==> config.mk <==
export PLATFORM = sky130hd
export DESIGN_NAME = memory
export DESIGN_NICKNAME = d
export VERILOG_FILES = /design/src/cpu_pkg.sv /design/src/memory.sv
export SDC_FILE = /design/constraint.sdc
export NUM_CORES = 2
export LEC_CHECK = 0
export BUFFER_PORTS_ARGS = -buffer_cell sky130_fd_sc_hd__buf_2
export CAP_MARGIN = 0
export CORE_MARGIN = 5
export CORE_UTILIZATION = 35
export CTS_CLUSTER_DIAMETER = 200
export CTS_CLUSTER_SIZE = 30
export DETAILED_ROUTE_END_ITERATION = 8
export PLACE_DENSITY = 0.47
export SLEW_MARGIN = 40
export SYNTH_ARGS = -nofsm -noshare
export SYNTH_HDL_FRONTEND = slang
export SYNTH_SLANG_ARGS = --single-unit
export TNS_END_PERCENT = 20
==> constraint.sdc <==
create_clock -name clk -period 2.8 [get_ports clk]
set_clock_uncertainty 0.05 [all_clocks]
set_input_delay 0.14 -clock clk [delete_from_list [all_inputs] [get_ports clk]]
set_output_delay 0.14 -clock clk [all_outputs]
set_load 0.005 [all_outputs]
==> src/cpu_pkg.sv <==
package cpu_pkg;

  // Data, address and instruction word
  typedef logic [15:0] word_t;
  // Register index, 16 registers
  typedef logic [3:0] reg_addr_t;
  typedef logic [3:0] opcode_t;
  // Branch condition from instr[11:9]
  typedef logic [2:0] cond_t;
  typedef logic [2:0] alu_op_t;
  typedef logic [1:0] imm_kind_t;
  typedef logic [1:0] byte_load_t;
  typedef logic [1:0] branch_t;

  // Opcodes, 3 and 7 unused
  localparam opcode_t OP_ADD = 4'h0;
  localparam opcode_t OP_SUB = 4'h1;
  localparam opcode_t OP_XOR = 4'h2;
  localparam opcode_t OP_SLL = 4'h4;
  localparam opcode_t OP_SRA = 4'h5;
  localparam opcode_t OP_ROR = 4'h6;
  localparam opcode_t OP_LW  = 4'h8;
  localparam opcode_t OP_SW  = 4'h9;
  localparam opcode_t OP_LLB = 4'ha;
  localparam opcode_t OP_LHB = 4'hb;
  localparam opcode_t OP_B   = 4'hc;
  localparam opcode_t OP_BR  = 4'hd;
  localparam opcode_t OP_PCS = 4'he;
  localparam opcode_t OP_HLT = 4'hf;

  // Branch conditions
  localparam cond_t COND_NE = 3'd0;
  localparam cond_t COND_EQ = 3'd1;
  localparam cond_t COND_GT = 3'd2;
  localparam cond_t COND_LT = 3'd3;
  localparam cond_t COND_GE = 3'd4;
  localparam cond_t COND_LE = 3'd5;
  localparam cond_t COND_OV = 3'd6;
  localparam cond_t COND_AL = 3'd7;

  // ALU functions, zero is the idle pass-through
  localparam alu_op_t ALU_PASS = 3'd0;
  localparam alu_op_t ALU_ADD  = 3'd1;
  localparam alu_op_t ALU_SUB  = 3'd2;
  localparam alu_op_t ALU_XOR  = 3'd3;
  localparam alu_op_t ALU_SLL  = 3'd4;
  localparam alu_op_t ALU_SRA  = 3'd5;
  localparam alu_op_t ALU_ROR  = 3'd6;

  // Immediate forms
  localparam imm_kind_t IMM_SEXT4  = 2'd0;
  localparam imm_kind_t IMM_SHAMT4 = 2'd1;
  localparam imm_kind_t IMM_BYTE8  = 2'd2;

  localparam byte_load_t BYTE_NONE = 2'd0;
  localparam byte_load_t BYTE_LOW  = 2'd1;
  localparam byte_load_t BYTE_HIGH = 2'd2;

  localparam branch_t BRANCH_NONE = 2'd0;
  localparam branch_t BRANCH_IMM  = 2'd1;
  localparam branch_t BRANCH_REG  = 2'd2;

  // Word-address widths of the two memories
  localparam int IMEM_ADDR_WIDTH = 8;
  localparam int DMEM_ADDR_WIDTH = 8;

  typedef struct packed {
    logic n;
    logic v;
    logic z;
  } flags_t;

  typedef struct packed {
    logic       regwrite;
    alu_op_t    alu_op;
    logic       alu_src_imm;
    imm_kind_t  imm_kind;
    logic       mem_read;
    logic       mem_write;
    logic       mem_to_reg;
    logic       pc_to_reg;
    byte_load_t byte_load;
    branch_t    branch;
    logic       halt;
  } ctrl_t;

  // Program-load port into instruction memory
  typedef struct packed {
    logic                       en;
    logic [IMEM_ADDR_WIDTH-1:0] addr;
    word_t                      data;
  } load_t;

  // Write-back trace record
  typedef struct packed {
    logic      valid;
    reg_addr_t rd;
    word_t     data;
    word_t     pc;
  } retire_t;

endpackage

==> src/memory.sv <==
`timescale 1ns/1ps

module memory #(
  parameter int ADDR_WIDTH = 8
) (
  input  logic                  clk,
  input  logic                  reset,
  input  logic [ADDR_WIDTH-1:0] addr,
  input  cpu_pkg::word_t        wdata,
  input  logic                  write,
  output cpu_pkg::word_t        rdata
);

  // Word storage
  cpu_pkg::word_t mem [2**ADDR_WIDTH];

  always_ff @(posedge clk) begin
    if (write) begin
      mem[addr] <= wdata;
    end
  end

  // Combinational read
  assign rdata = mem[addr];

endmodule

==> results.json <==
{
  "grt_use_total_pct": 19.47,
  "clkSinkCount": 4096,
  "report.final.hold_viol_count": 0,
  "hold_class": "in2reg",
  "clk_pin_slew_ns": 0.10,
  "worst_pin_slew_ns": 0.9735,
  "whs_ns": 0.1048,
  "avgSynthCellArea_um2": 23.11,
  "io_pins": 43,
  "synth_most_common_cell": "edfxtp_1",
  "overflow": 0,
  "antenna_left": 0,
  "path_depth": 7,
  "drt-total-wl_um": 449600,
  "path_cells": "mux4_2 > a22oi_2 > a21oi_4 > o41ai_4 > nand4_1 > buf_4 > buf_6",
  "viasPerCell": 5.480,
  "antenna_found_initial": 33,
  "min_period_ns": 4.218,
  "cts_buffers": 159,
  "first_pass_iters": 7,
  "slew_viol_final": 0,
  "critPathMaxStageDelay_ns": 0.79,
  "syn_nets": 6738,
  "cts_root_buf": "clkbuf_16",
  "violations": "negative setup slack",
  "synth_ff_type": "edfxtp_1",
  "synth_top_area_share_pct": 79.31,
  "setup_viol": 16,
  "grt_pass1_wl_um": 627700,
  "synth_top_area_cell": "edfxtp_1",
  "cp-start-kind": "flop",
  "crit_type": "reg2out",
  "drtIter0Drc": 8216,
  "reg_top3": "mem (4096)",
  "ys_seq_area_share_pct": 79.31,
  "cap_violations": 0,
  "synth_seq_cells": 4096,
  "port_buffers": 41,
  "die-height_um": 675.6,
  "critPathCaptureType": "primary output",
  "finalPower_mw": 104.0,
  "drive_gt1_share_pct": 34.89,
  "max-clock-path-buffers": 4,
  "n_fill_cell": 38650,
  "largest_reg_flops": 4096,
  "finalInstanceArea_um2": 180900,
  "fmax_ghz": 0.2371,
  "holdPathStages": 2,
  "grt_max_degree": 108,
  "status": "complete, but fails checks",
  "coreArea_um2": 441500,
  "num_rows": 244,
  "hold_start": "wdata[9]",
  "wl_per_cell_um": 32.95,
  "syn-cell-area_um2": 155100,
  "vias": 74779,
  "async_flop_share_pct": 0,
  "required_ns": 2.61,
  "synth_edf_count": 4096,
  "synthCells": 6711,
  "die_w_um": 675.6,
  "gp_congestion": 0.7893,
  "synthTopCellsByCount": "edfxtp_1 (4096), mux4_2 (1024), a22oi_1 (512)",
  "dieArea_um2": 456500,
  "power.density_nw_per_um2": 574.8,
  "crit_fanout": 1,
  "ys_types": 21,
  "post_cts_buffers": 0,
  "slew_headroom_pct": 35.10,
  "grt_pass1_vias": 76237,
  "placed_area_um2": 175600,
  "rsz0062_at_grt": "yes",
  "arrival_ns": 4.03,
  "cts_tree": "yes",
  "ir_drop_v": 0.0004696,
  "dpl.hpwl_um": 289200,
  "critPathBufInv": 2,
  "fin_nets": 7749,
  "start_util_pct": 35.13,
  "setup_slack_ns": -1.418,
  "yosysWarnings": 0,
  "syn_to_final_growth_pct": 16.66,
  "critPathSlowestCell": "o41ai_4",
  "cp-startpoint": "mem[91][5]",
  "synth_area_leaders": "edfxtp_1 (79%), mux4_2 (15%), a22oi_1 (2.5%)",
  "period_share_pct": 150.7,
  "cp_top_family": "compound AO/OA/AOI/OAI gates",
  "h-tree-depth": 4,
  "drc": 0,
  "top_register": "mem",
  "leakage_nw": 55.14
}
-- final timing paths --
check / to / slack [ns]
worst max-delay path: rdata[5] / -1.42
worst min-delay path: mem[89][9] / 0.10
-- through the flow --
stage	util (%)	cells	setup WS, ns	TNS [ns]
detailed placement	39.78	13450	-1.387	-184.61
global placement	39.76	13450	-1.805	-260.72
finish	40.98	13647	-1.418	-17.95
floorplan	-	6711	-0.08822	-36.90
global route	40.98	13643	-1.469	-19.85
CTS	40.91	13635	-1.607	-21.02
-- what timing repair did --
action                     in CTS  in global routing
hold endpoints to repair     3469                  0
resized for setup              95                 35
hold buffers                   16                  0
setup endpoints to repair      16                 16
gates cloned                    0                  0
pin swaps                      34                 20
-- cell type report --
cell class | count | area [um^2] | area share [%]
Inverter | 1 | 3.754 | 0.002075
Timing Repair Buffer | 1270 | 14560 | 8.048
Clock buffer | 164 | 4104 | 2.268
Multi-Input combinational cell | 2194 | 31700 | 17.52
Tap cell | 5904 | 7387 | 4.083
Sequential cell | 4096 | 123000 | 67.99
Antenna cell | 10 | 25.02 | 0.01383
Clock inverter | 8 | 136.4 | 0.07538
-- cell families after synthesis --
kind of cell	after synthesis	share of synthesized area [%]
and+or+nand+nor	338	0.9093
muxes	1024	14.87
AOI/OAI and AO/OA	832	3.666
buffers and inverters	421	1.240
DFF	4096	79.31
-- metal layers --
layer	track usage (%)	vias to the layer above	share of wire, %
met5	0	-	0.0058
met4	3.855	4	2.2
met3	2.146	355	4.9
met2	32.83	2021	50
met1	27.56	41720	43
li1	-	30679	-
-- where the power goes --
part           switching, mW  internal, mW
combinational           4.46          2.98
sequential            0.0269          67.5
clock                   18.3          10.7
-- placed cells by master, fill, tap and decap left out, types with 30 or more instances in the layout --
cell,netlist,final
edfxtp_1,4096,4096
mux4_2,1024,1024
buf_4,16,820
a22oi_1,512,466
buf_12,0,384
a21oi_1,256,225
nor2_1,232,170
clkbuf_16,0,164
nor2_2,0,52
a22oi_2,0,46
nor3_2,0,30
Power figures use the tool's default switching activity.
