File: src/cpu_pkg.sv
package cpu_pkg;

  // Data, address and instruction word
  typedef logic [15:0] word_t;
  // Register index, 16 registers
  typedef logic [3:0] reg_addr_t;
  typedef logic [3:0] opcode_t;
  // Branch condition from instr[11:9]
  typedef logic [2:0] cond_t;
  typedef logic [2:0] alu_op_t;
  typedef logic [1:0] imm_kind_t;
  typedef logic [1:0] byte_load_t;
  typedef logic [1:0] branch_t;

  // Opcodes, 3 and 7 unused
  localparam opcode_t OP_ADD = 4'h0;
  localparam opcode_t OP_SUB = 4'h1;
  localparam opcode_t OP_XOR = 4'h2;
  localparam opcode_t OP_SLL = 4'h4;
  localparam opcode_t OP_SRA = 4'h5;
  localparam opcode_t OP_ROR = 4'h6;
  localparam opcode_t OP_LW  = 4'h8;
  localparam opcode_t OP_SW  = 4'h9;
  localparam opcode_t OP_LLB = 4'ha;
  localparam opcode_t OP_LHB = 4'hb;
  localparam opcode_t OP_B   = 4'hc;
  localparam opcode_t OP_BR  = 4'hd;
  localparam opcode_t OP_PCS = 4'he;
  localparam opcode_t OP_HLT = 4'hf;

  // Branch conditions
  localparam cond_t COND_NE = 3'd0;
  localparam cond_t COND_EQ = 3'd1;
  localparam cond_t COND_GT = 3'd2;
  localparam cond_t COND_LT = 3'd3;
  localparam cond_t COND_GE = 3'd4;
  localparam cond_t COND_LE = 3'd5;
  localparam cond_t COND_OV = 3'd6;
  localparam cond_t COND_AL = 3'd7;

  // ALU functions, zero is the idle pass-through
  localparam alu_op_t ALU_PASS = 3'd0;
  localparam alu_op_t ALU_ADD  = 3'd1;
  localparam alu_op_t ALU_SUB  = 3'd2;
  localparam alu_op_t ALU_XOR  = 3'd3;
  localparam alu_op_t ALU_SLL  = 3'd4;
  localparam alu_op_t ALU_SRA  = 3'd5;
  localparam alu_op_t ALU_ROR  = 3'd6;

  // Immediate forms
  localparam imm_kind_t IMM_SEXT4  = 2'd0;
  localparam imm_kind_t IMM_SHAMT4 = 2'd1;
  localparam imm_kind_t IMM_BYTE8  = 2'd2;

  localparam byte_load_t BYTE_NONE = 2'd0;
  localparam byte_load_t BYTE_LOW  = 2'd1;
  localparam byte_load_t BYTE_HIGH = 2'd2;

  localparam branch_t BRANCH_NONE = 2'd0;
  localparam branch_t BRANCH_IMM  = 2'd1;
  localparam branch_t BRANCH_REG  = 2'd2;

  // Word-address widths of the two memories
  localparam int IMEM_ADDR_WIDTH = 8;
  localparam int DMEM_ADDR_WIDTH = 8;

  typedef struct packed {
    logic n;
    logic v;
    logic z;
  } flags_t;

  typedef struct packed {
    logic       regwrite;
    alu_op_t    alu_op;
    logic       alu_src_imm;
    imm_kind_t  imm_kind;
    logic       mem_read;
    logic       mem_write;
    logic       mem_to_reg;
    logic       pc_to_reg;
    byte_load_t byte_load;
    branch_t    branch;
    logic       halt;
  } ctrl_t;

  // Program-load port into instruction memory
  typedef struct packed {
    logic                       en;
    logic [IMEM_ADDR_WIDTH-1:0] addr;
    word_t                      data;
  } load_t;

  // Write-back trace record
  typedef struct packed {
    logic      valid;
    reg_addr_t rd;
    word_t     data;
    word_t     pc;
  } retire_t;

endpackage

File: src/alu.sv
`timescale 1ns/1ps

module alu (
  input  cpu_pkg::word_t   a,
  input  cpu_pkg::word_t   b,
  input  cpu_pkg::alu_op_t op,
  output cpu_pkg::word_t   result,
  output cpu_pkg::flags_t  flags
);

  cpu_pkg::word_t sum;
  cpu_pkg::word_t diff;
  logic           add_ovf;
  logic           sub_ovf;
  logic           ovf;
  // Shift and rotate amount
  logic [3:0]     shamt;
  // Doubled operand for rotate
  logic [31:0]    ror_wide;

  assign shamt = b[3:0];
  assign sum   = a + b;
  assign diff  = a - b;

  // Add overflows when the operands agree in sign and the sum does not
  assign add_ovf = (a[15] == b[15]) && (sum[15] != a[15]);
  // Subtract overflows when the signs differ and the result flips from a
  assign sub_ovf = (a[15] != b[15]) && (diff[15] != a[15]);

  assign ror_wide = {a, a} >> shamt;

  always_comb begin
    ovf    = 1'b0;
    result = a;
    case (op)
      cpu_pkg::ALU_ADD: begin
        ovf = add_ovf;
        // Saturate toward the sign of a
        result = add_ovf ? (a[15] ? 16'h8000 : 16'h7fff) : sum;
      end
      cpu_pkg::ALU_SUB: begin
        ovf = sub_ovf;
        result = sub_ovf ? (a[15] ? 16'h8000 : 16'h7fff) : diff;
      end
      cpu_pkg::ALU_XOR: result = a ^ b;
      cpu_pkg::ALU_SLL: result = a << shamt;
      // Arithmetic shift keeps the sign bit
      cpu_pkg::ALU_SRA: result = $signed(a) >>> shamt;
      cpu_pkg::ALU_ROR: result = ror_wide[15:0];
      cpu_pkg::ALU_PASS: result = a;
      default: result = a;
    endcase
  end

  // Raw flags; flag_unit picks which ones stick
  assign flags.n = result[15];
  assign flags.v = ovf;
  assign flags.z = (result == '0);

endmodule

File: config.mk
export PLATFORM = sky130hd
export DESIGN_NAME = alu
export DESIGN_NICKNAME = d
export VERILOG_FILES = /design/src/cpu_pkg.sv /design/src/alu.sv
export SDC_FILE = /design/constraint.sdc
export NUM_CORES = 1
export LEC_CHECK = 0
export BUFFER_PORTS_ARGS = -buffer_cell sky130_fd_sc_hd__buf_2
export CAP_MARGIN = 0
export CORE_AREA = 2 2 135 137
export DETAILED_ROUTE_END_ITERATION = 6
export DIE_AREA = 0 0 137 139
export GPL_ROUTABILITY_DRIVEN = 0
export PLACE_DENSITY = 0.39
export SYNTH_ARGS = -nofsm -noshare
export SYNTH_HDL_FRONTEND = slang
export SYNTH_SLANG_ARGS = --single-unit
File: constraint.sdc
create_clock -name vclk -period 8.2
set_input_delay 1.64 -clock vclk [all_inputs]
set_output_delay 1.64 -clock vclk [all_outputs]
set_load 0.01 [all_outputs]
==> metrics.yaml <==
status: "finished, violations left"
clkbuf_count: 0
synth_seq_area_share: 0
maxCapViolations: 0
cp-start-kind: "primary input"
core.rowCount: 49
switchingPower_w: 0.000242
end_kind: "output port"
drc: 0
drt_iter0_drc: 493
layout_common_cells: "110 x buf_4, 60 x nor2_1, 46 x buf_2"
relSlewSlack: 0.490
crit_chain: "buf_8 -> inv_6 -> ha_4 -> o21ai_4 -> a21oi_4 -> o41ai_4 -> o211ai_1 -> o211ai_1 -> o31ai_2 -> a21o_1 -> a21oi_2 -> fa_1 -> nand3b_1 -> buf_4 -> nand2_4 -> or3_1 -> o31ai_1 -> nor2_1 -> o32a_1 -> or4_4 -> or4_4 -> or4b_4 -> nor4_4 -> buf_2"
swShare: 0.540
crit_path_max_fanout: 4
violations: "setup timing"
hpwl_um: 15600
cp_slowest_stage_delay_ns: 0.55
pwr-share-seq: 0
path_class: "in2out"
fp.dieW_um: 137
start_util: 0.246
fin_area_um2: 5720
avgViaCountPerCell: 5.53
power_density_nw_per_um2: 78.4
placed_cells: 906
rsz0062_at_grt: "true"
layout_commonest_cell: "buf_4"
seq_area_um2: 0
ir_drop_uv: 36.4
core_um2: 17700
synthCells: 591
cp.arrival_ns: 6.78
hold_path.class: "in2out"
slew_viol_final: 0
setup_ws_ns: -0.221
placed_area_um2: 5340
first_pass_iters: 5
grt_pass1_vias: 5144
critical_path_required_ns: 6.56
critPathBufInv: 4
leakage_nw: 2.46
slowest_stage: "or4b_4"
grt_antenna_before_repair: 0
p_int_w: 0.000206
syn_nets: 660
finalCriticalPeriod_ns: 8.42
num_io_pins: 54
yosys_warnings: 0
vias: 5147
port_buffers: 54
report.power.total_w: 0.000448
syn_to_final_growth_pct: 31.8
antenna_cells: 0
grt_pass1_wl_um: 30400
p_comb_frac: 1.000
seq_cell_count: 0
routed_wl_um: 19700
min_period_over_period: 1.03
grt.overflow.total: 0
post_drt_wl_per_cell_um: 21.2
hold_buffers: 0
fillCellCount: 1960
tightest_slew_ns: 0.765
dieArea_um2: 19000
fin_cells: 930
min_path_cells: 3
nNetsFinal: 772
fmax_mhz: 119
postRouteAntennaNets: 0
yosysUniqueCellTypes: 77
critPathTopFamily: "simple AND/OR/NAND/NOR gates"
syn_area_um2: 4340
worstSetupPathDepth: 24
grt_start_max_net_pins: 53
avgSynthCellArea_um2: 7.34
clockPowerShare: 0
track_usage: 0.204
finalHoldViolCount: 0
setup_viol_count_final: 2
die_h_um: 139
drive_gt1_frac: 0.361
cells by family (layout without fill, tap and decap cells):
logic type	Yosys count	count (layout)	share of synthesized area
simple gates	192	192	0.222
compound gates	184	184	0.302
buf+inv	93	203	0.0989
mux	72	72	0.242
fa+ha+maj	34	34	0.103
xor+xnor	16	16	0.0323
power by group through the flow:
stage	clock, W	sequential (W)	combinational [W]
floorplan	0	0	0.000250
global placement	0	0	0.000400
detailed placement	0	0	0.000398
CTS	0	0	0.000432
global route	0	0	0.000483
finish	0	0	0.000448
routing by layer:
| layer | share of wire | global-route usage |
|---|---|---|
| met5 | 0 | 0 |
| met4 | 0.031 | 0.0515 |
| met3 | 0.051 | 0.00475 |
| met2 | 0.47 | 0.342 |
| met1 | 0.44 | 0.287 |
cell type report:
type / count / area [um2] / area share
multi-input combinational: 498 / 4130 / 0.722
timing repair buffer: 164 / 1150 / 0.201
tap: 229 / 287 / 0.0501
inverter: 39 / 151 / 0.0265
worst paths after layout:
path | from | end
max | b[2] | flags[0]
min | a[13] | result[13]
synth_stat cells, drive strengths merged (4+ instances only):
cell      n  share of area
nor2     62          0.054
nand2    47          0.041
a21oi    44          0.052
inv      38          0.033
mux2i    35          0.081
o21ai    32          0.037
ha       31          0.089
buf      28          0.043
clkbuf   26          0.022
mux4     25           0.13
xnor2    14          0.028
mux2     12          0.031
nand3    12          0.014
nand2b   11          0.018
o211ai   11          0.020
a31oi    10          0.014
a211oi    9          0.018
nor2b     9          0.013
o31ai     9          0.019
nor3      7         0.0092
or2       7          0.010
or4       7          0.013
a221oi    6          0.014
and2      6         0.0086
nor4      6          0.012
o21a      6          0.010
o221ai    6          0.012
o22ai     6         0.0086
a21o      5         0.0086
o32a      5          0.012
a2111oi   4          0.012
a311oi    4         0.0081
nor3b     4         0.0069
o21bai    4         0.0069
o22a      4         0.0081
metrics by stage:
| step | util | hold WS [ns] | setup slack, ns | setup TNS [ns] |
|---|---|---|---|---|
| floorplan | - | 3.43 | -0.271 | -0.271 |
| global placement | 0.302 | 3.90 | -0.501 | -0.501 |
| detailed placement | 0.302 | 3.89 | -0.658 | -0.658 |
| CTS | 0.318 | 3.90 | -0.198 | -0.347 |
| global route | 0.324 | 3.92 | -0.388 | -0.716 |
| finish | 0.324 | 3.90 | -0.221 | -0.378 |
worst min-delay path, stage by stage:
cell,delay [ns]
buf_2,0.21
o32a_1,0.25
buf_2,0.16
what timing repair did:
item                       4_1_cts  5_1_grt
gates resized for setup         32       15
pin swaps                       25       19
setup endpoints to repair        1        2
buffers inserted                19        6
(Power assumes the default switching activity.)
