--- src/cpu_pkg.sv ---
package cpu_pkg;

  // Data, address and instruction word
  typedef logic [15:0] word_t;
  // Register index, 16 registers
  typedef logic [3:0] reg_addr_t;
  typedef logic [3:0] opcode_t;
  // Branch condition from instr[11:9]
  typedef logic [2:0] cond_t;
  typedef logic [2:0] alu_op_t;
  typedef logic [1:0] imm_kind_t;
  typedef logic [1:0] byte_load_t;
  typedef logic [1:0] branch_t;

  // Opcodes, 3 and 7 unused
  localparam opcode_t OP_ADD = 4'h0;
  localparam opcode_t OP_SUB = 4'h1;
  localparam opcode_t OP_XOR = 4'h2;
  localparam opcode_t OP_SLL = 4'h4;
  localparam opcode_t OP_SRA = 4'h5;
  localparam opcode_t OP_ROR = 4'h6;
  localparam opcode_t OP_LW  = 4'h8;
  localparam opcode_t OP_SW  = 4'h9;
  localparam opcode_t OP_LLB = 4'ha;
  localparam opcode_t OP_LHB = 4'hb;
  localparam opcode_t OP_B   = 4'hc;
  localparam opcode_t OP_BR  = 4'hd;
  localparam opcode_t OP_PCS = 4'he;
  localparam opcode_t OP_HLT = 4'hf;

  // Branch conditions
  localparam cond_t COND_NE = 3'd0;
  localparam cond_t COND_EQ = 3'd1;
  localparam cond_t COND_GT = 3'd2;
  localparam cond_t COND_LT = 3'd3;
  localparam cond_t COND_GE = 3'd4;
  localparam cond_t COND_LE = 3'd5;
  localparam cond_t COND_OV = 3'd6;
  localparam cond_t COND_AL = 3'd7;

  // ALU functions, zero is the idle pass-through
  localparam alu_op_t ALU_PASS = 3'd0;
  localparam alu_op_t ALU_ADD  = 3'd1;
  localparam alu_op_t ALU_SUB  = 3'd2;
  localparam alu_op_t ALU_XOR  = 3'd3;
  localparam alu_op_t ALU_SLL  = 3'd4;
  localparam alu_op_t ALU_SRA  = 3'd5;
  localparam alu_op_t ALU_ROR  = 3'd6;

  // Immediate forms
  localparam imm_kind_t IMM_SEXT4  = 2'd0;
  localparam imm_kind_t IMM_SHAMT4 = 2'd1;
  localparam imm_kind_t IMM_BYTE8  = 2'd2;

  localparam byte_load_t BYTE_NONE = 2'd0;
  localparam byte_load_t BYTE_LOW  = 2'd1;
  localparam byte_load_t BYTE_HIGH = 2'd2;

  localparam branch_t BRANCH_NONE = 2'd0;
  localparam branch_t BRANCH_IMM  = 2'd1;
  localparam branch_t BRANCH_REG  = 2'd2;

  // Word-address widths of the two memories
  localparam int IMEM_ADDR_WIDTH = 8;
  localparam int DMEM_ADDR_WIDTH = 8;

  typedef struct packed {
    logic n;
    logic v;
    logic z;
  } flags_t;

  typedef struct packed {
    logic       regwrite;
    alu_op_t    alu_op;
    logic       alu_src_imm;
    imm_kind_t  imm_kind;
    logic       mem_read;
    logic       mem_write;
    logic       mem_to_reg;
    logic       pc_to_reg;
    byte_load_t byte_load;
    branch_t    branch;
    logic       halt;
  } ctrl_t;

  // Program-load port into instruction memory
  typedef struct packed {
    logic                       en;
    logic [IMEM_ADDR_WIDTH-1:0] addr;
    word_t                      data;
  } load_t;

  // Write-back trace record
  typedef struct packed {
    logic      valid;
    reg_addr_t rd;
    word_t     data;
    word_t     pc;
  } retire_t;

endpackage

--- src/register_file.sv ---
`timescale 1ns/1ps

module register_file (
  input  logic               clk,
  input  logic               reset,
  input  cpu_pkg::reg_addr_t src1,
  input  cpu_pkg::reg_addr_t src2,
  input  cpu_pkg::reg_addr_t dst,
  input  logic               write,
  input  cpu_pkg::word_t     dst_data,
  output cpu_pkg::word_t     src1_data,
  output cpu_pkg::word_t     src2_data
);

  cpu_pkg::word_t regs [16];

  // All registers clear on reset
  // Writes to r0 are dropped
  always_ff @(posedge clk) begin
    if (reset) begin
      for (int i = 0; i < 16; i++) begin
        regs[i] <= '0;
      end
    end else if (write && (dst != '0)) begin
      regs[dst] <= dst_data;
    end
  end

  // Combinational reads, r0 hardwired to zero
  assign src1_data = (src1 == '0) ? '0 : regs[src1];
  assign src2_data = (src2 == '0) ? '0 : regs[src2];

endmodule

--- config.mk ---
export PLATFORM = sky130hd
export DESIGN_NAME = register_file
export DESIGN_NICKNAME = d
export VERILOG_FILES = /design/src/cpu_pkg.sv /design/src/register_file.sv
export SDC_FILE = /design/constraint.sdc
export NUM_CORES = 1
export LEC_CHECK = 0
export BUFFER_PORTS_ARGS = -buffer_cell sky130_fd_sc_hd__buf_2
export CORE_UTILIZATION = 42
export CTS_CLUSTER_DIAMETER = 60
export DETAILED_ROUTE_END_ITERATION = 10
export GPL_ROUTABILITY_DRIVEN = 1
export SETUP_SLACK_MARGIN = 0.05
export SYNTH_ARGS = -nofsm -noshare
export SYNTH_HDL_FRONTEND = slang
export SYNTH_SLANG_ARGS = --single-unit
--- constraint.sdc ---
create_clock -name clk -period 3.5 [get_ports clk]
set_input_delay 0.175 -clock clk [delete_from_list [all_inputs] [get_ports clk]]
set_output_delay 0.175 -clock clk [all_outputs]
set_load 0.02 [all_outputs]
==> impl_metrics.env <==
export IMPL_wirelength_um=36900
export IMPL_core_area_sq_um=30700
export IMPL_placed_area_sq_um=13800
export IMPL_port_buffers=62
export IMPL_max_freq_mhz=382
export IMPL_synth_top_family_by_area="multiplexers"
export IMPL_synthAdderAreaFrac=0
export IMPL_cts_hold_buffers=0
export IMPL_start_util=0.428
export IMPL_regMostFlops="regs"
export IMPL_io_pins=63
export IMPL_grt_overflow_total=0
export IMPL_grt_pass1_vias=7935
export IMPL_final_area_sq_um=14500
export IMPL_regArea_sq_um=7240
export IMPL_reg_largest_list="regs (241)"
export IMPL_avgSynthCellArea_sq_um=14.1
export IMPL_via_count=8152
export IMPL_ys_ff_latch=241
export IMPL_tightest_slew_ns=0.947
export IMPL_place_congestion=0.834
export IMPL_synth_edff_count=241
export IMPL_largest_reg_flops=241
export IMPL_min_path_type="input pin to flop"
export IMPL_gr_usage_met2=0.401
export IMPL_hold_viol=0
export IMPL_status="completed"
export IMPL_yosysSeqAreaShare=0.552
export IMPL_die_area_sq_um=31900
export IMPL_synth_cell_types=39
export IMPL_clkTransAtPathRegs_ns=0.06
export IMPL_dp_hpwl_um=23200
export IMPL_cts_resized=0
export IMPL_cts_tree="yes"
export IMPL_min_from="reset"
export IMPL_cpMaxStageDelayCell="buf_4"
export IMPL_grt_util_all_layers=0.234
export IMPL_timing_critical_path_mode_cell="buf_4"
export IMPL_pre_cts_slack_ns=0.928
export IMPL_postCtsSetupRepairBufs=0
export IMPL_p_per_area_nw_per_um2=471
export IMPL_drt_iter0_drc=740
export IMPL_post_route_drc_count=0
export IMPL_synth_cells=932
export IMPL_numCtsBuffers=26
export IMPL_dr_pass1_iters=7
export IMPL_synth_nets=963
export IMPL_fill_cells=2707
export IMPL_placementRows=64
export IMPL_synth_async_reset_ratio=0
export IMPL_slew_viol_final=0
export IMPL_synth_simple_area_share=0.142
export IMPL_vias_per_cell=5.86
export IMPL_cp_end_kind="output port"
export IMPL_synth_flop_cell="edfxtp_1"
export IMPL_utilization=0.474
export IMPL_setup_viol=0
export IMPL_yosysWarnings=0
export IMPL_synth_compound_area_frac=0.0622
export IMPL_synth_area_leaders="edfxtp_1, mux4_2, and2_1"
export IMPL_rsz0062_at_grt="no"
export IMPL_irDropWorstVdd_v=0.000350
export IMPL_antenna_found_initial=1
export IMPL_max_stage_delay_ns=0.62
export IMPL_path_cells="buf_4 -> buf_4 -> mux4_2 -> mux2i_1 -> a21oi_1 -> buf_2"
export IMPL_slew_headroom=0.369
export IMPL_final_antenna_net_count=0
export IMPL_synth_xor_area_frac=0
export IMPL_nets=1006
export IMPL_critical_path_required_ns=3.32
export IMPL_grt_busiest_layer="met2"
export IMPL_critPathMaxFanout=42
export IMPL_crit_path_start="src1[1]"
export IMPL_yosysTopAreaCellShare=0.552
export IMPL_drt_wirelength_per_cell_um=26.5
export IMPL_grt_pass1_wl_um=53300
export IMPL_grt_max_degree=43
export IMPL_power_leakage_nw=5.29
export IMPL_die_h_um=179
export IMPL_cp_data_arrival_time_ns=2.44
export IMPL_setup_worst_path_start_class="input pin"
export IMPL_drv_cap=0
export IMPL_min_period_over_period=0.747
export IMPL_syn_to_final_growth_pct=10.8
export IMPL_min_period_ns=2.62
export IMPL_cts_max_level=1
export IMPL_met1_usage=0.311
export IMPL_multiInputGateArea_sq_um=5430
export IMPL_cts_num_sinks=241
export IMPL_crit_type="input pin to output port"
export IMPL_met3_usage=0.0242
export IMPL_final_setup_tns_ns=0
export IMPL_yosysTopAreaCell="edfxtp_1"
export IMPL_drive_gt1_frac=0.249
export IMPL_synthMuxAreaShare=0.210
export IMPL_netlist_area_sq_um=13100
export IMPL_setup_slack_ns=0.885
export IMPL_die_x_um=179
export IMPL_cts_max_path_buffers=3
export IMPL_cts_root_buf="clkbuf_16"
[power by group]
part	leakage [nW]	switching, mW	internal, mW
Clock	0.390	1.14	1.40
Combinational	2.60	0.530	0.349
Sequential	2.30	0.0897	3.34
Total	5.29	1.76	5.09
[worst max-delay path: cells and delay by family]
kind,cells,cell delay [ns]
muxes,2,0.89
buffers and inverters,3,1.19
AOI/OAI and AO/OA,1,0.13
[cells in the final DEF, fill, tap and decap left out, drive strengths merged, types with 2 or more instances in the layout]
cell type	count
nand3b	2
a221o	15
nor3b	2
buf	98
mux4	67
nand3	2
nor3	3
mux2	17
edfxtp	241
inv	2
a22oi	15
or2	15
a21oi	47
nor2b	3
clkinv	18
a2111oi	15
and2	241
a211oi	3
o22ai	14
clkbuf	28
mux2i	105
nand2b	4
nand2	4
nor2	28
[synthesized netlist by cell type (all sizes together), types with 4 or more instances]
| cell | count |
|---|---|
| o22ai | 14 |
| a21oi | 47 |
| mux4 | 67 |
| a221o | 15 |
| clkbuf | 35 |
| a2111oi | 15 |
| nand2b | 4 |
| buf | 48 |
| mux2i | 105 |
| edfxtp | 241 |
| a22oi | 15 |
| or2 | 15 |
| and2 | 241 |
| nand2 | 4 |
| nor2 | 28 |
| mux2 | 17 |
[logic make-up (layout without fill, tap and decap cells)]
kind of cell | count (synthesis) | after routing
and+or+nand+nor | 305 | 305
DFF | 241 | 241
muxes | 189 | 189
AOI/OAI and AO/OA | 112 | 112
buffers and inverters | 84 | 146
other | 1 | 2
[through the flow]
stage	power [mW]	hold slack [ns]	instances
floorplan	4.05	0.372	932
global placement	4.36	0.616	1343
detailed placement	4.37	0.617	1343
CTS	6.88	0.0651	1390
global route	7.03	0.0959	1390
finish	6.85	0.0886	1391
[path summary, 6_finish.rpt]
path | end | cells past startpoint
setup / recovery | src1_data[7] | 6
hold / removal | regs[0][14] | 1
[area by class of cell]
type	count	area share
Multi-Input combinational cell	607	0.373
Clock inverter	19	0.00637
Clock buffer	28	0.0467
Antenna cell	1	0.000172
Inverter	1	0.000258
Tap cell	396	0.0341
Sequential cell	241	0.498
Timing Repair Buffer	98	0.0411
[routing by layer]
layer / part of all wire / wire length, um
met3: 0.061 / 2270
met1: 0.41 / 15100
met4: 0.030 / 1110
met2: 0.50 / 18400
met5: 0 / 0
Power figures use the tool's default switching activity.
