[config.mk]
export PLATFORM = sky130hd
export DESIGN_NAME = pc_control
export DESIGN_NICKNAME = d
export VERILOG_FILES = /design/src/cpu_pkg.sv /design/src/pc_control.sv
export SDC_FILE = /design/constraint.sdc
export NUM_CORES = 1
export LEC_CHECK = 0
export ABC_AREA = 0
export CAP_MARGIN = 10
export CORE_MARGIN = 3
export CORE_UTILIZATION = 50
export DETAILED_ROUTE_END_ITERATION = 10
export DONT_BUFFER_PORTS = 1
export PLACE_DENSITY = 0.69
export SYNTH_ARGS = -nofsm -noshare
export SYNTH_HDL_FRONTEND = slang
export SYNTH_SLANG_ARGS = --single-unit
[constraint.sdc]
create_clock -name vclk -period 3.4
set_input_delay 0.34 -clock vclk [all_inputs]
set_output_delay 0.34 -clock vclk [all_outputs]
set_load 0.02 [all_outputs]
[src/cpu_pkg.sv]
package cpu_pkg;

  // Data, address and instruction word
  typedef logic [15:0] word_t;
  // Register index, 16 registers
  typedef logic [3:0] reg_addr_t;
  typedef logic [3:0] opcode_t;
  // Branch condition from instr[11:9]
  typedef logic [2:0] cond_t;
  typedef logic [2:0] alu_op_t;
  typedef logic [1:0] imm_kind_t;
  typedef logic [1:0] byte_load_t;
  typedef logic [1:0] branch_t;

  // Opcodes, 3 and 7 unused
  localparam opcode_t OP_ADD = 4'h0;
  localparam opcode_t OP_SUB = 4'h1;
  localparam opcode_t OP_XOR = 4'h2;
  localparam opcode_t OP_SLL = 4'h4;
  localparam opcode_t OP_SRA = 4'h5;
  localparam opcode_t OP_ROR = 4'h6;
  localparam opcode_t OP_LW  = 4'h8;
  localparam opcode_t OP_SW  = 4'h9;
  localparam opcode_t OP_LLB = 4'ha;
  localparam opcode_t OP_LHB = 4'hb;
  localparam opcode_t OP_B   = 4'hc;
  localparam opcode_t OP_BR  = 4'hd;
  localparam opcode_t OP_PCS = 4'he;
  localparam opcode_t OP_HLT = 4'hf;

  // Branch conditions
  localparam cond_t COND_NE = 3'd0;
  localparam cond_t COND_EQ = 3'd1;
  localparam cond_t COND_GT = 3'd2;
  localparam cond_t COND_LT = 3'd3;
  localparam cond_t COND_GE = 3'd4;
  localparam cond_t COND_LE = 3'd5;
  localparam cond_t COND_OV = 3'd6;
  localparam cond_t COND_AL = 3'd7;

  // ALU functions, zero is the idle pass-through
  localparam alu_op_t ALU_PASS = 3'd0;
  localparam alu_op_t ALU_ADD  = 3'd1;
  localparam alu_op_t ALU_SUB  = 3'd2;
  localparam alu_op_t ALU_XOR  = 3'd3;
  localparam alu_op_t ALU_SLL  = 3'd4;
  localparam alu_op_t ALU_SRA  = 3'd5;
  localparam alu_op_t ALU_ROR  = 3'd6;

  // Immediate forms
  localparam imm_kind_t IMM_SEXT4  = 2'd0;
  localparam imm_kind_t IMM_SHAMT4 = 2'd1;
  localparam imm_kind_t IMM_BYTE8  = 2'd2;

  localparam byte_load_t BYTE_NONE = 2'd0;
  localparam byte_load_t BYTE_LOW  = 2'd1;
  localparam byte_load_t BYTE_HIGH = 2'd2;

  localparam branch_t BRANCH_NONE = 2'd0;
  localparam branch_t BRANCH_IMM  = 2'd1;
  localparam branch_t BRANCH_REG  = 2'd2;

  // Word-address widths of the two memories
  localparam int IMEM_ADDR_WIDTH = 8;
  localparam int DMEM_ADDR_WIDTH = 8;

  typedef struct packed {
    logic n;
    logic v;
    logic z;
  } flags_t;

  typedef struct packed {
    logic       regwrite;
    alu_op_t    alu_op;
    logic       alu_src_imm;
    imm_kind_t  imm_kind;
    logic       mem_read;
    logic       mem_write;
    logic       mem_to_reg;
    logic       pc_to_reg;
    byte_load_t byte_load;
    branch_t    branch;
    logic       halt;
  } ctrl_t;

  // Program-load port into instruction memory
  typedef struct packed {
    logic                       en;
    logic [IMEM_ADDR_WIDTH-1:0] addr;
    word_t                      data;
  } load_t;

  // Write-back trace record
  typedef struct packed {
    logic      valid;
    reg_addr_t rd;
    word_t     data;
    word_t     pc;
  } retire_t;

endpackage

[src/pc_control.sv]
`timescale 1ns/1ps

module pc_control (
  input  cpu_pkg::word_t   pc,
  input  cpu_pkg::branch_t branch,
  input  logic             halt,
  input  cpu_pkg::cond_t   cond,
  input  logic [8:0]       offset,
  input  cpu_pkg::word_t   target,
  input  cpu_pkg::flags_t  flags,
  output cpu_pkg::word_t   next_pc,
  output cpu_pkg::word_t   pc_plus2
);

  logic           taken;
  cpu_pkg::word_t branch_pc;

  assign pc_plus2 = pc + 16'd2;
  // Offset counts words, so sign-extend and double
  assign branch_pc = pc_plus2 + {{6{offset[8]}}, offset, 1'b0};

  // Condition table against the current flags
  always_comb begin
    taken = 1'b0;
    case (cond)
      cpu_pkg::COND_NE: taken = !flags.z;
      cpu_pkg::COND_EQ: taken = flags.z;
      cpu_pkg::COND_GT: taken = !flags.z && !flags.n;
      cpu_pkg::COND_LT: taken = flags.n;
      cpu_pkg::COND_GE: taken = flags.z || !flags.n;
      cpu_pkg::COND_LE: taken = flags.z || flags.n;
      cpu_pkg::COND_OV: taken = flags.v;
      cpu_pkg::COND_AL: taken = 1'b1;
    endcase
  end

  always_comb begin
    if (halt) begin
      // HLT parks the PC on itself
      next_pc = pc;
    end else if (taken && (branch == cpu_pkg::BRANCH_IMM)) begin
      next_pc = branch_pc;
    end else if (taken && (branch == cpu_pkg::BRANCH_REG)) begin
      next_pc = target;
    end else begin
      next_pc = pc_plus2;
    end
  end

endmodule

==> key figures <==
Global route
  – Vias in the first global route: 1700
  – GRT Util Overall: 0.239
  – Largest net degree at the start of global routing: 21
  – Initial antenna violation count: 0
  – Global-route wire length before repair: between 7 and 8 mm
  – Remaining Overflow, GRT: 0

STA
  – Post-layout min period: 3120 ps
  – Max Clk Rate: around 320 MHz
  – Tcrit/Tclk final: 0.917
  – Fin. max-slew vios: 0
  – Final Hold Fails: 0
  – Final setup vio count: 0
  – Final worst setup slack: 283 ps
  – Total Neg Setup Slack: 0 ps
  – Least-Margin Pin Slew: 1140 ps
  – RSZ-0062 raised after global routing: false
  – Slew headroom: 0.237

Placement
  – Place WS: roughly 200 ps
  – Gpl congestion: 0.903
  – HPWL Detailed: 4.14 mm
  – PortBufs: 0

Logic synthesis
  – YS warnings: 0
  – Mapped Area: between 1500 and 2000 µm²
  – Adder-Cell Fraction of Synth Area: 0.153
  – Syn Nets: just under 300
  – Compound-Gate Fraction of Synth Area: 0.338
  – XOR/XNOR Fraction of Synth Area: 0.136
  – Post-Syn Instances: ~230
  – Post-synthesis cell type count: 55
  – Avg Inst Size Synth: 7.11 µm²
  – Simple-Gate Fraction of Synth Area: 0.263
  – Largest family of logic cells by synthesized area: compound AO/OA/AOI/OAI gates
  – Sequential share of the synthesized area: 0
  – Mux contribution to synthesized area: 0.0545

Setup path
  – Critical Path, Cell by Cell: ha_1 > inv_1 > fa_1 > nand2b_1 > a21o_1 > a21oi_1 > a21boi_0 > xor2_1 > o31ai_1 > buf_4
  – Worst-path fanout max: 6
  – Crit-path slowest cell: ha_1
  – Crit path from: pc[1]
  – Element type at the critical path end: primary output
  – Required time worst endpoint: between 3000 and 4000 ps
  – Critical path type: input port to primary output
  – Critical path data arrival time: between 2000 and 3000 ps
  – Crit path launch type: input port
  – CP max stage delay: between 400 and 500 ps

Power
  – VDD IR max: approximately 0.1 mV
  – PD cells: between 150 and 200 nW/µm²
  – Leakage: between 0.7 and 0.8 nW

Detailed routing
  – Remaining DRCs: 0
  – Initial DRT Pass Iterations: 4
  – Routed vias: ~1700
  – Vias per cell: 6.16
  – DRT iter0 DRCs: between 80 and 90
  – Antenna viol nets, final: 0
  – Routed length per instance: 17.5 µm
  – Routed wire length: about 4.9 mm

Die
  – # IOs: 82
  – Die width: 62.7 µm
  – Starting density of the core: 0.554
  – Chip height: around 63 µm
  – Area of the core: approximately 2900 µm²
  – Die area: ~3900 µm²
  – Row count: 19

Final layout
  – Area grow syn2layout: 9.81%
  – Reg area: 0 µm²
  – Clock buffers: 0
  – NumNets Final: between 300 and 400
  – Fill count: approximately 290
  – Antenna cells: 0
  – Fraction of layout cells with a size suffix above 1: 0.143
  – Seq Cell Count: 0

CTS
  – Setup bufs post-CTS: 0

Min path
  – Hold Crit Class: input port to primary output
  – Min-delay src: pc[0]

Flow run
  – Max_cap viols: 0

Run status
  – Outcome: finished clean
## synthesized netlist by cell type (2+ instances only)
master	number	area share
nor2b_1	3	0.012
a21o_1	4	0.019
buf_6	2	0.014
and3_1	3	0.012
xor2_1	12	0.065
a211oi_1	4	0.019
a31oi_1	5	0.019
a21boi_0	4	0.019
mux2_2	2	0.014
xnor2_1	13	0.071
buf_2	2	0.0062
o21ai_0	13	0.040
or2b_1	2	0.0093
inv_1	10	0.023
or2_2	2	0.0078
mux2i_1	5	0.031
nand2b_1	7	0.027
nor3_1	6	0.019
o21a_1	4	0.019
a21oi_1	22	0.069
nand2_1	16	0.037
nor3b_1	2	0.0093
ha_1	18	0.14
nand3_1	9	0.028
clkbuf_1	3	0.0070
o211ai_1	6	0.028
nor4_1	3	0.012
o221ai_1	4	0.022
nor2_1	13	0.030
a22o_1	2	0.011
## stage by stage
step / power (mW) / hold WS [ps] / instances / utilization / cell area, µm²
2_1_floorplan: 0.256 / 774 / 226 / - / 1610
3_3_place_gp: 0.313 / 680 / 280 / 0.606 / 1760
3_5_place_dp: 0.319 / 680 / 280 / 0.606 / 1760
4_1_cts: 0.321 / 680 / 280 / 0.606 / 1760
5_1_grt: 0.357 / 680 / 280 / 0.608 / 1760
6_report: 0.324 / 680 / 280 / 0.608 / 1760
## per-layer routing
layer  global-route usage  routed length (µm)  part of all wire  vias up
met1                0.303                2100              0.43      770
li1                     -                   -                 -      877
met3               0.0737                 497              0.10       10
met2                0.397                2200              0.45       68
met4               0.0496                  91             0.019        0
met5                    0                   0                 0        -
## worst max-delay path: cells and delay by family
family          cells  cell delay [ps]
xor+xnor            1              170
compound gates      4              950
fa+ha+maj           2              830
buf+inv             2              300
simple gates        1              190
## power by group
group          switching [mW]  internal (mW)
clock                       0              0
sequential                  0              0
combinational           0.189          0.135
total                   0.189          0.135
## area by class of cell
class | instances | area (µm²) | share of cell area
Tap cell | 42 | 52.6 | 0.0298
Timing Repair Buffer | 20 | 150 | 0.0851
Inverter | 10 | 37.5 | 0.0213
Multi-Input combinational cell | 208 | 1520 | 0.864
## cells in the final DEF, fill, tap and decap left out, types with 3 or more instances in the layout
| cell | n |
|---|---|
| o21a_1 | 4 |
| o211ai_1 | 6 |
| nand3_1 | 9 |
| a21oi_1 | 22 |
| xnor2_1 | 13 |
| o21ai_0 | 13 |
| ha_1 | 18 |
| buf_4 | 20 |
| nor2b_1 | 3 |
| a31oi_1 | 5 |
| a21o_1 | 4 |
| mux2i_1 | 5 |
| inv_1 | 10 |
| xor2_1 | 12 |
| a211oi_1 | 4 |
| a21boi_0 | 4 |
| o221ai_1 | 4 |
| nor3_1 | 6 |
| nand2_1 | 16 |
| nand2b_1 | 7 |
| nor2_1 | 13 |
| nor4_1 | 3 |
| and3_1 | 3 |
## cell families after synthesis
group                    count (synthesis)
AO/OA/AOI/OAI                           80
XOR/XNOR                                25
adder cells (fa/ha/maj)                 19
buffers and inverters                   18
multiplexers                             8
AND/OR/NAND/NOR                         76
## timing repair
item                                    4_1_cts  5_1_grt
hold buffers                                  0        0
endpoints found under the setup margin        0        3
gates resized for setup                       0        2
## worst paths after layout
kind	to	slack (ps)	depth (start not counted)
hold / removal	pc_plus2[0]	680	0
setup / recovery	next_pc[11]	280	10
(Power assumes the default switching activity.)
