--- config.mk ---
export PLATFORM = sky130hd
export DESIGN_NAME = control
export DESIGN_NICKNAME = d
export VERILOG_FILES = /design/src/cpu_pkg.sv /design/src/control.sv
export SDC_FILE = /design/constraint.sdc
export NUM_CORES = 1
export LEC_CHECK = 0
export BUFFER_PORTS_ARGS = -buffer_cell sky130_fd_sc_hd__buf_2
export CORE_AREA = 10 10 47 49
export DETAILED_ROUTE_END_ITERATION = 6
export DIE_AREA = 0 0 57 59
export MAX_ROUTING_LAYER = met4
export PLACE_DENSITY = 0.4
export SYNTH_ARGS = -nofsm -noshare
export SYNTH_HDL_FRONTEND = slang
export SYNTH_SLANG_ARGS = --single-unit
--- constraint.sdc ---
create_clock -name vclk -period 1.2
set_input_delay 0.24 -clock vclk [all_inputs]
set_output_delay 0.24 -clock vclk [all_outputs]
set_load 0.02 [all_outputs]
--- src/cpu_pkg.sv ---
package cpu_pkg;

  // Data, address and instruction word
  typedef logic [15:0] word_t;
  // Register index, 16 registers
  typedef logic [3:0] reg_addr_t;
  typedef logic [3:0] opcode_t;
  // Branch condition from instr[11:9]
  typedef logic [2:0] cond_t;
  typedef logic [2:0] alu_op_t;
  typedef logic [1:0] imm_kind_t;
  typedef logic [1:0] byte_load_t;
  typedef logic [1:0] branch_t;

  // Opcodes, 3 and 7 unused
  localparam opcode_t OP_ADD = 4'h0;
  localparam opcode_t OP_SUB = 4'h1;
  localparam opcode_t OP_XOR = 4'h2;
  localparam opcode_t OP_SLL = 4'h4;
  localparam opcode_t OP_SRA = 4'h5;
  localparam opcode_t OP_ROR = 4'h6;
  localparam opcode_t OP_LW  = 4'h8;
  localparam opcode_t OP_SW  = 4'h9;
  localparam opcode_t OP_LLB = 4'ha;
  localparam opcode_t OP_LHB = 4'hb;
  localparam opcode_t OP_B   = 4'hc;
  localparam opcode_t OP_BR  = 4'hd;
  localparam opcode_t OP_PCS = 4'he;
  localparam opcode_t OP_HLT = 4'hf;

  // Branch conditions
  localparam cond_t COND_NE = 3'd0;
  localparam cond_t COND_EQ = 3'd1;
  localparam cond_t COND_GT = 3'd2;
  localparam cond_t COND_LT = 3'd3;
  localparam cond_t COND_GE = 3'd4;
  localparam cond_t COND_LE = 3'd5;
  localparam cond_t COND_OV = 3'd6;
  localparam cond_t COND_AL = 3'd7;

  // ALU functions, zero is the idle pass-through
  localparam alu_op_t ALU_PASS = 3'd0;
  localparam alu_op_t ALU_ADD  = 3'd1;
  localparam alu_op_t ALU_SUB  = 3'd2;
  localparam alu_op_t ALU_XOR  = 3'd3;
  localparam alu_op_t ALU_SLL  = 3'd4;
  localparam alu_op_t ALU_SRA  = 3'd5;
  localparam alu_op_t ALU_ROR  = 3'd6;

  // Immediate forms
  localparam imm_kind_t IMM_SEXT4  = 2'd0;
  localparam imm_kind_t IMM_SHAMT4 = 2'd1;
  localparam imm_kind_t IMM_BYTE8  = 2'd2;

  localparam byte_load_t BYTE_NONE = 2'd0;
  localparam byte_load_t BYTE_LOW  = 2'd1;
  localparam byte_load_t BYTE_HIGH = 2'd2;

  localparam branch_t BRANCH_NONE = 2'd0;
  localparam branch_t BRANCH_IMM  = 2'd1;
  localparam branch_t BRANCH_REG  = 2'd2;

  // Word-address widths of the two memories
  localparam int IMEM_ADDR_WIDTH = 8;
  localparam int DMEM_ADDR_WIDTH = 8;

  typedef struct packed {
    logic n;
    logic v;
    logic z;
  } flags_t;

  typedef struct packed {
    logic       regwrite;
    alu_op_t    alu_op;
    logic       alu_src_imm;
    imm_kind_t  imm_kind;
    logic       mem_read;
    logic       mem_write;
    logic       mem_to_reg;
    logic       pc_to_reg;
    byte_load_t byte_load;
    branch_t    branch;
    logic       halt;
  } ctrl_t;

  // Program-load port into instruction memory
  typedef struct packed {
    logic                       en;
    logic [IMEM_ADDR_WIDTH-1:0] addr;
    word_t                      data;
  } load_t;

  // Write-back trace record
  typedef struct packed {
    logic      valid;
    reg_addr_t rd;
    word_t     data;
    word_t     pc;
  } retire_t;

endpackage

--- src/control.sv ---
`timescale 1ns/1ps

module control (
  input  cpu_pkg::opcode_t opcode,
  output cpu_pkg::ctrl_t   ctrl
);

  always_comb begin
    // Everything idle unless the opcode says otherwise
    ctrl = '0;
    case (opcode)
      cpu_pkg::OP_ADD: begin
        ctrl.regwrite = 1'b1;
        ctrl.alu_op   = cpu_pkg::ALU_ADD;
      end
      cpu_pkg::OP_SUB: begin
        ctrl.regwrite = 1'b1;
        ctrl.alu_op   = cpu_pkg::ALU_SUB;
      end
      cpu_pkg::OP_XOR: begin
        ctrl.regwrite = 1'b1;
        ctrl.alu_op   = cpu_pkg::ALU_XOR;
      end
      // Shifts take the amount from imm4
      cpu_pkg::OP_SLL, cpu_pkg::OP_SRA, cpu_pkg::OP_ROR: begin
        ctrl.regwrite    = 1'b1;
        ctrl.alu_src_imm = 1'b1;
        ctrl.imm_kind    = cpu_pkg::IMM_SHAMT4;
        ctrl.alu_op      = (opcode == cpu_pkg::OP_SLL) ? cpu_pkg::ALU_SLL :
                           (opcode == cpu_pkg::OP_SRA) ? cpu_pkg::ALU_SRA :
                                                         cpu_pkg::ALU_ROR;
      end
      cpu_pkg::OP_LW: begin
        ctrl.regwrite   = 1'b1;
        ctrl.imm_kind   = cpu_pkg::IMM_SEXT4;
        ctrl.mem_read   = 1'b1;
        ctrl.mem_to_reg = 1'b1;
      end
      // Stores rd, read through port 1
      cpu_pkg::OP_SW: begin
        ctrl.imm_kind  = cpu_pkg::IMM_SEXT4;
        ctrl.mem_write = 1'b1;
      end
      cpu_pkg::OP_LLB, cpu_pkg::OP_LHB: begin
        ctrl.regwrite  = 1'b1;
        ctrl.imm_kind  = cpu_pkg::IMM_BYTE8;
        ctrl.byte_load = (opcode == cpu_pkg::OP_LLB) ? cpu_pkg::BYTE_LOW :
                                                       cpu_pkg::BYTE_HIGH;
      end
      cpu_pkg::OP_B:  ctrl.branch = cpu_pkg::BRANCH_IMM;
      cpu_pkg::OP_BR: ctrl.branch = cpu_pkg::BRANCH_REG;
      cpu_pkg::OP_PCS: begin
        ctrl.regwrite  = 1'b1;
        ctrl.pc_to_reg = 1'b1;
      end
      cpu_pkg::OP_HLT: ctrl.halt = 1'b1;
      // Opcodes 3 and 7 fall through as no-ops
      default: ctrl = '0;
    endcase
  end

endmodule

==> impl_metrics.env <==
export IMPL_status="complete, but fails checks"
export IMPL_violations="setup timing"
export IMPL_netSwitchingFraction_pct=48.6
export IMPL_setup_viol=1
export IMPL_synth_common_cells="nor2_1 (7), and3b_1 (4), nand2b_1 (3)"
export IMPL_crit_path_start_kind="primary input"
export IMPL_cp_depth=4
export IMPL_rsz0062_at_grt="true"
export IMPL_pwr_share_comb_pct=100.0
export IMPL_postCtsSetupBuffers=0
export IMPL_path_max_fanout=5
export IMPL_critPathCapture="ctrl[13]"
export IMPL_yosysSeqAreaShare_pct=0
export IMPL_yosys_area_top_type="and3b_1"
export IMPL_use_met2_pct=6.98
export IMPL_crit_arrival_ns=0.99
export IMPL_whs_ns=0.844
export IMPL_grt_usage_pct=4.43
export IMPL_gr_total_overflow=0
export IMPL_yosys_warnings=0
export IMPL_grt_use_met1_pct=6.14
export IMPL_initial_core_util_pct=11.4
export IMPL_tightest_slew_ns=0.180
export IMPL_drtIter0Drc=2
export IMPL_period_minus_slack_ns=1.23
export IMPL_drtAntennaViolNets=0
export IMPL_grt_pass1_wl_mm=1.30
export IMPL_die_x_um=57
export IMPL_crit_type="primary input to output pin"
export IMPL_drt_vias_per_instance=4.03
export IMPL_power_frac_clock_pct=0
export IMPL_register_area_sq_um=0
export IMPL_cp_cell_sequence="buf_8 > or3b_4 > a21oi_4 > buf_6"
export IMPL_peakVddDrop_uv=140
export IMPL_drtPass1Iterations=3
export IMPL_p_leak_nw=0.235
export IMPL_relSlewSlack_pct=88.0
export IMPL_syn_area_per_cell_sq_um=5.93
export IMPL_cpPeakStageDelay_ns=0.39
export IMPL_p_per_area_nw_per_um2=365
export IMPL_switchingPower_mw=0.0720
export IMPL_coreArea_sq_um=1400
export IMPL_wl_um=752
export IMPL_fin_cells=68
export IMPL_dp_hpwl_um=636
export IMPL_final_nets=58
export IMPL_gr_max_usage_layer="met2"
export IMPL_drive_gt1_share_pct=59.6
export IMPL_synth_most_common_cell="nor2_1"
export IMPL_cap_violations=0
export IMPL_worst_slack_ns=-0.0299
export IMPL_p_int_mw=0.0761
export IMPL_syn_area_sq_um=160
export IMPL_antenna_cells=0
export IMPL_row_count=14
export IMPL_area_growth_pct=153
export IMPL_routed_via_count=274
export IMPL_clock_fmax_mhz=813
export IMPL_required_ns=0.96
export IMPL_nFlopsAndLatches=0
export IMPL_die_area_sq_um=3360
export IMPL_slowest_stage="or3b_4"
export IMPL_crit_buf_inv=2
export IMPL_finalSetupTns_ns=-0.0299
export IMPL_wl_per_cell_um=11.1
export IMPL_dp_cells=67
export IMPL_grt_pass1_vias=301
export IMPL_clock_buffers=0
export IMPL_finalPower_mw=0.148
export IMPL_grt_use_met3_pct=0.644
export IMPL_die_y_um=59
export IMPL_finalMaxSlewViolations=0
export IMPL_hold_viol_final=0
export IMPL_gp_congestion=0.688
export IMPL_setup_worst_path_end_class="output pin"
export IMPL_post_place_ws_ns=-0.121
export IMPL_drc=0
export IMPL_antenna_found_initial=0
export IMPL_hold_class="primary input to output pin"
export IMPL_critical_path_top_delay_family="simple AND/OR/NAND/NOR gates"
export IMPL_setup_worst_path_start="opcode[2]"
export IMPL_yosysTopAreaCellShare_pct=21.9
export IMPL_synthTopCellsByArea="and3b_1 (22%), nor2_1 (16%), nand2b_1 (12%), buf_4 (9.4%), nor3_1 (6.3%)"
export IMPL_syn_nets=31
export IMPL_io_pins=20
export IMPL_fin_crit_sh_pct=102
export IMPL_io_buffer_count=20
export IMPL_synth_distinct_cells=13
export IMPL_synthCells=27
export IMPL_grt_max_degree=9
export IMPL_seqPwrFrac_pct=0
==> final cells by class <==
cell class | instances | area, sq um
inverter | 1 | 3.75
timing repair buffer | 27 | 219
fill | 170 | 996
tap | 16 | 20.0
multi-input combinational | 24 | 163
==> power by group through the flow <==
stage          logic (mW)  registers, mW  clock network, mW
3_3_place_gp        0.122              0                  0
5_1_grt             0.161              0                  0
6_report            0.148              0                  0
2_1_floorplan      0.0686              0                  0
4_1_cts             0.147              0                  0
3_5_place_dp        0.121              0                  0
==> timing repair <==
action / CTS / global route
gates resized for setup: 11 / 3
setup endpoints to repair: 4 / 7
gates cloned: 1 / 0
hold buffers: 0 / 0
pin swaps: 3 / 2
==> logic make-up after synthesis <==
logic type	count (synthesis)	synth area share (%)
AOI/OAI and AO/OA	3	13.3
buffers and inverters	3	11.7
and+or+nand+nor	21	75.0
==> stage by stage <==
step	instance area [sq um]	utilization (%)
after global routing	405	28.9
after floorplan	176	-
after detailed placement	327	23.3
after CTS	395	28.2
final	405	28.9
after global placement	327	23.3
==> how the worst min path moves through the flow <==
| stage | to | slack (ns) | depth (start not counted) | from |
|---|---|---|---|---|
| after floorplan | ctrl[13] | 0.51 | 1 | opcode[3] |
| after global placement | ctrl[8] | 0.90 | 4 | opcode[0] |
| after detailed placement | ctrl[6] | 0.90 | 4 | opcode[0] |
| after CTS | ctrl[13] | 0.85 | 4 | opcode[2] |
| after global routing | ctrl[8] | 0.86 | 4 | opcode[1] |
| final | ctrl[8] | 0.84 | 4 | opcode[1] |
==> metal layers <==
metal | share of wire, % | vias to the layer above
met1 | 50 | 119
met4 | 0 | 0
met3 | 6.1 | 0
met2 | 44 | 13
met5 | 0 | -
li1 | - | 142
==> placed cells by master (no fill, tap or decap) <==
master     count
a211o_1        1
a211oi_1       1
a21oi_4        1
and3b_1        4
buf_2         14
buf_4          7
buf_6          3
buf_8          2
bufbuf_16      1
inv_1          1
nand2_1        1
nand2_2        1
nand2b_1       3
nor2_1         7
nor2b_1        1
nor3_1         1
nor3_2         1
or2b_1         1
or3b_4         1
(Power assumes the default switching activity.)
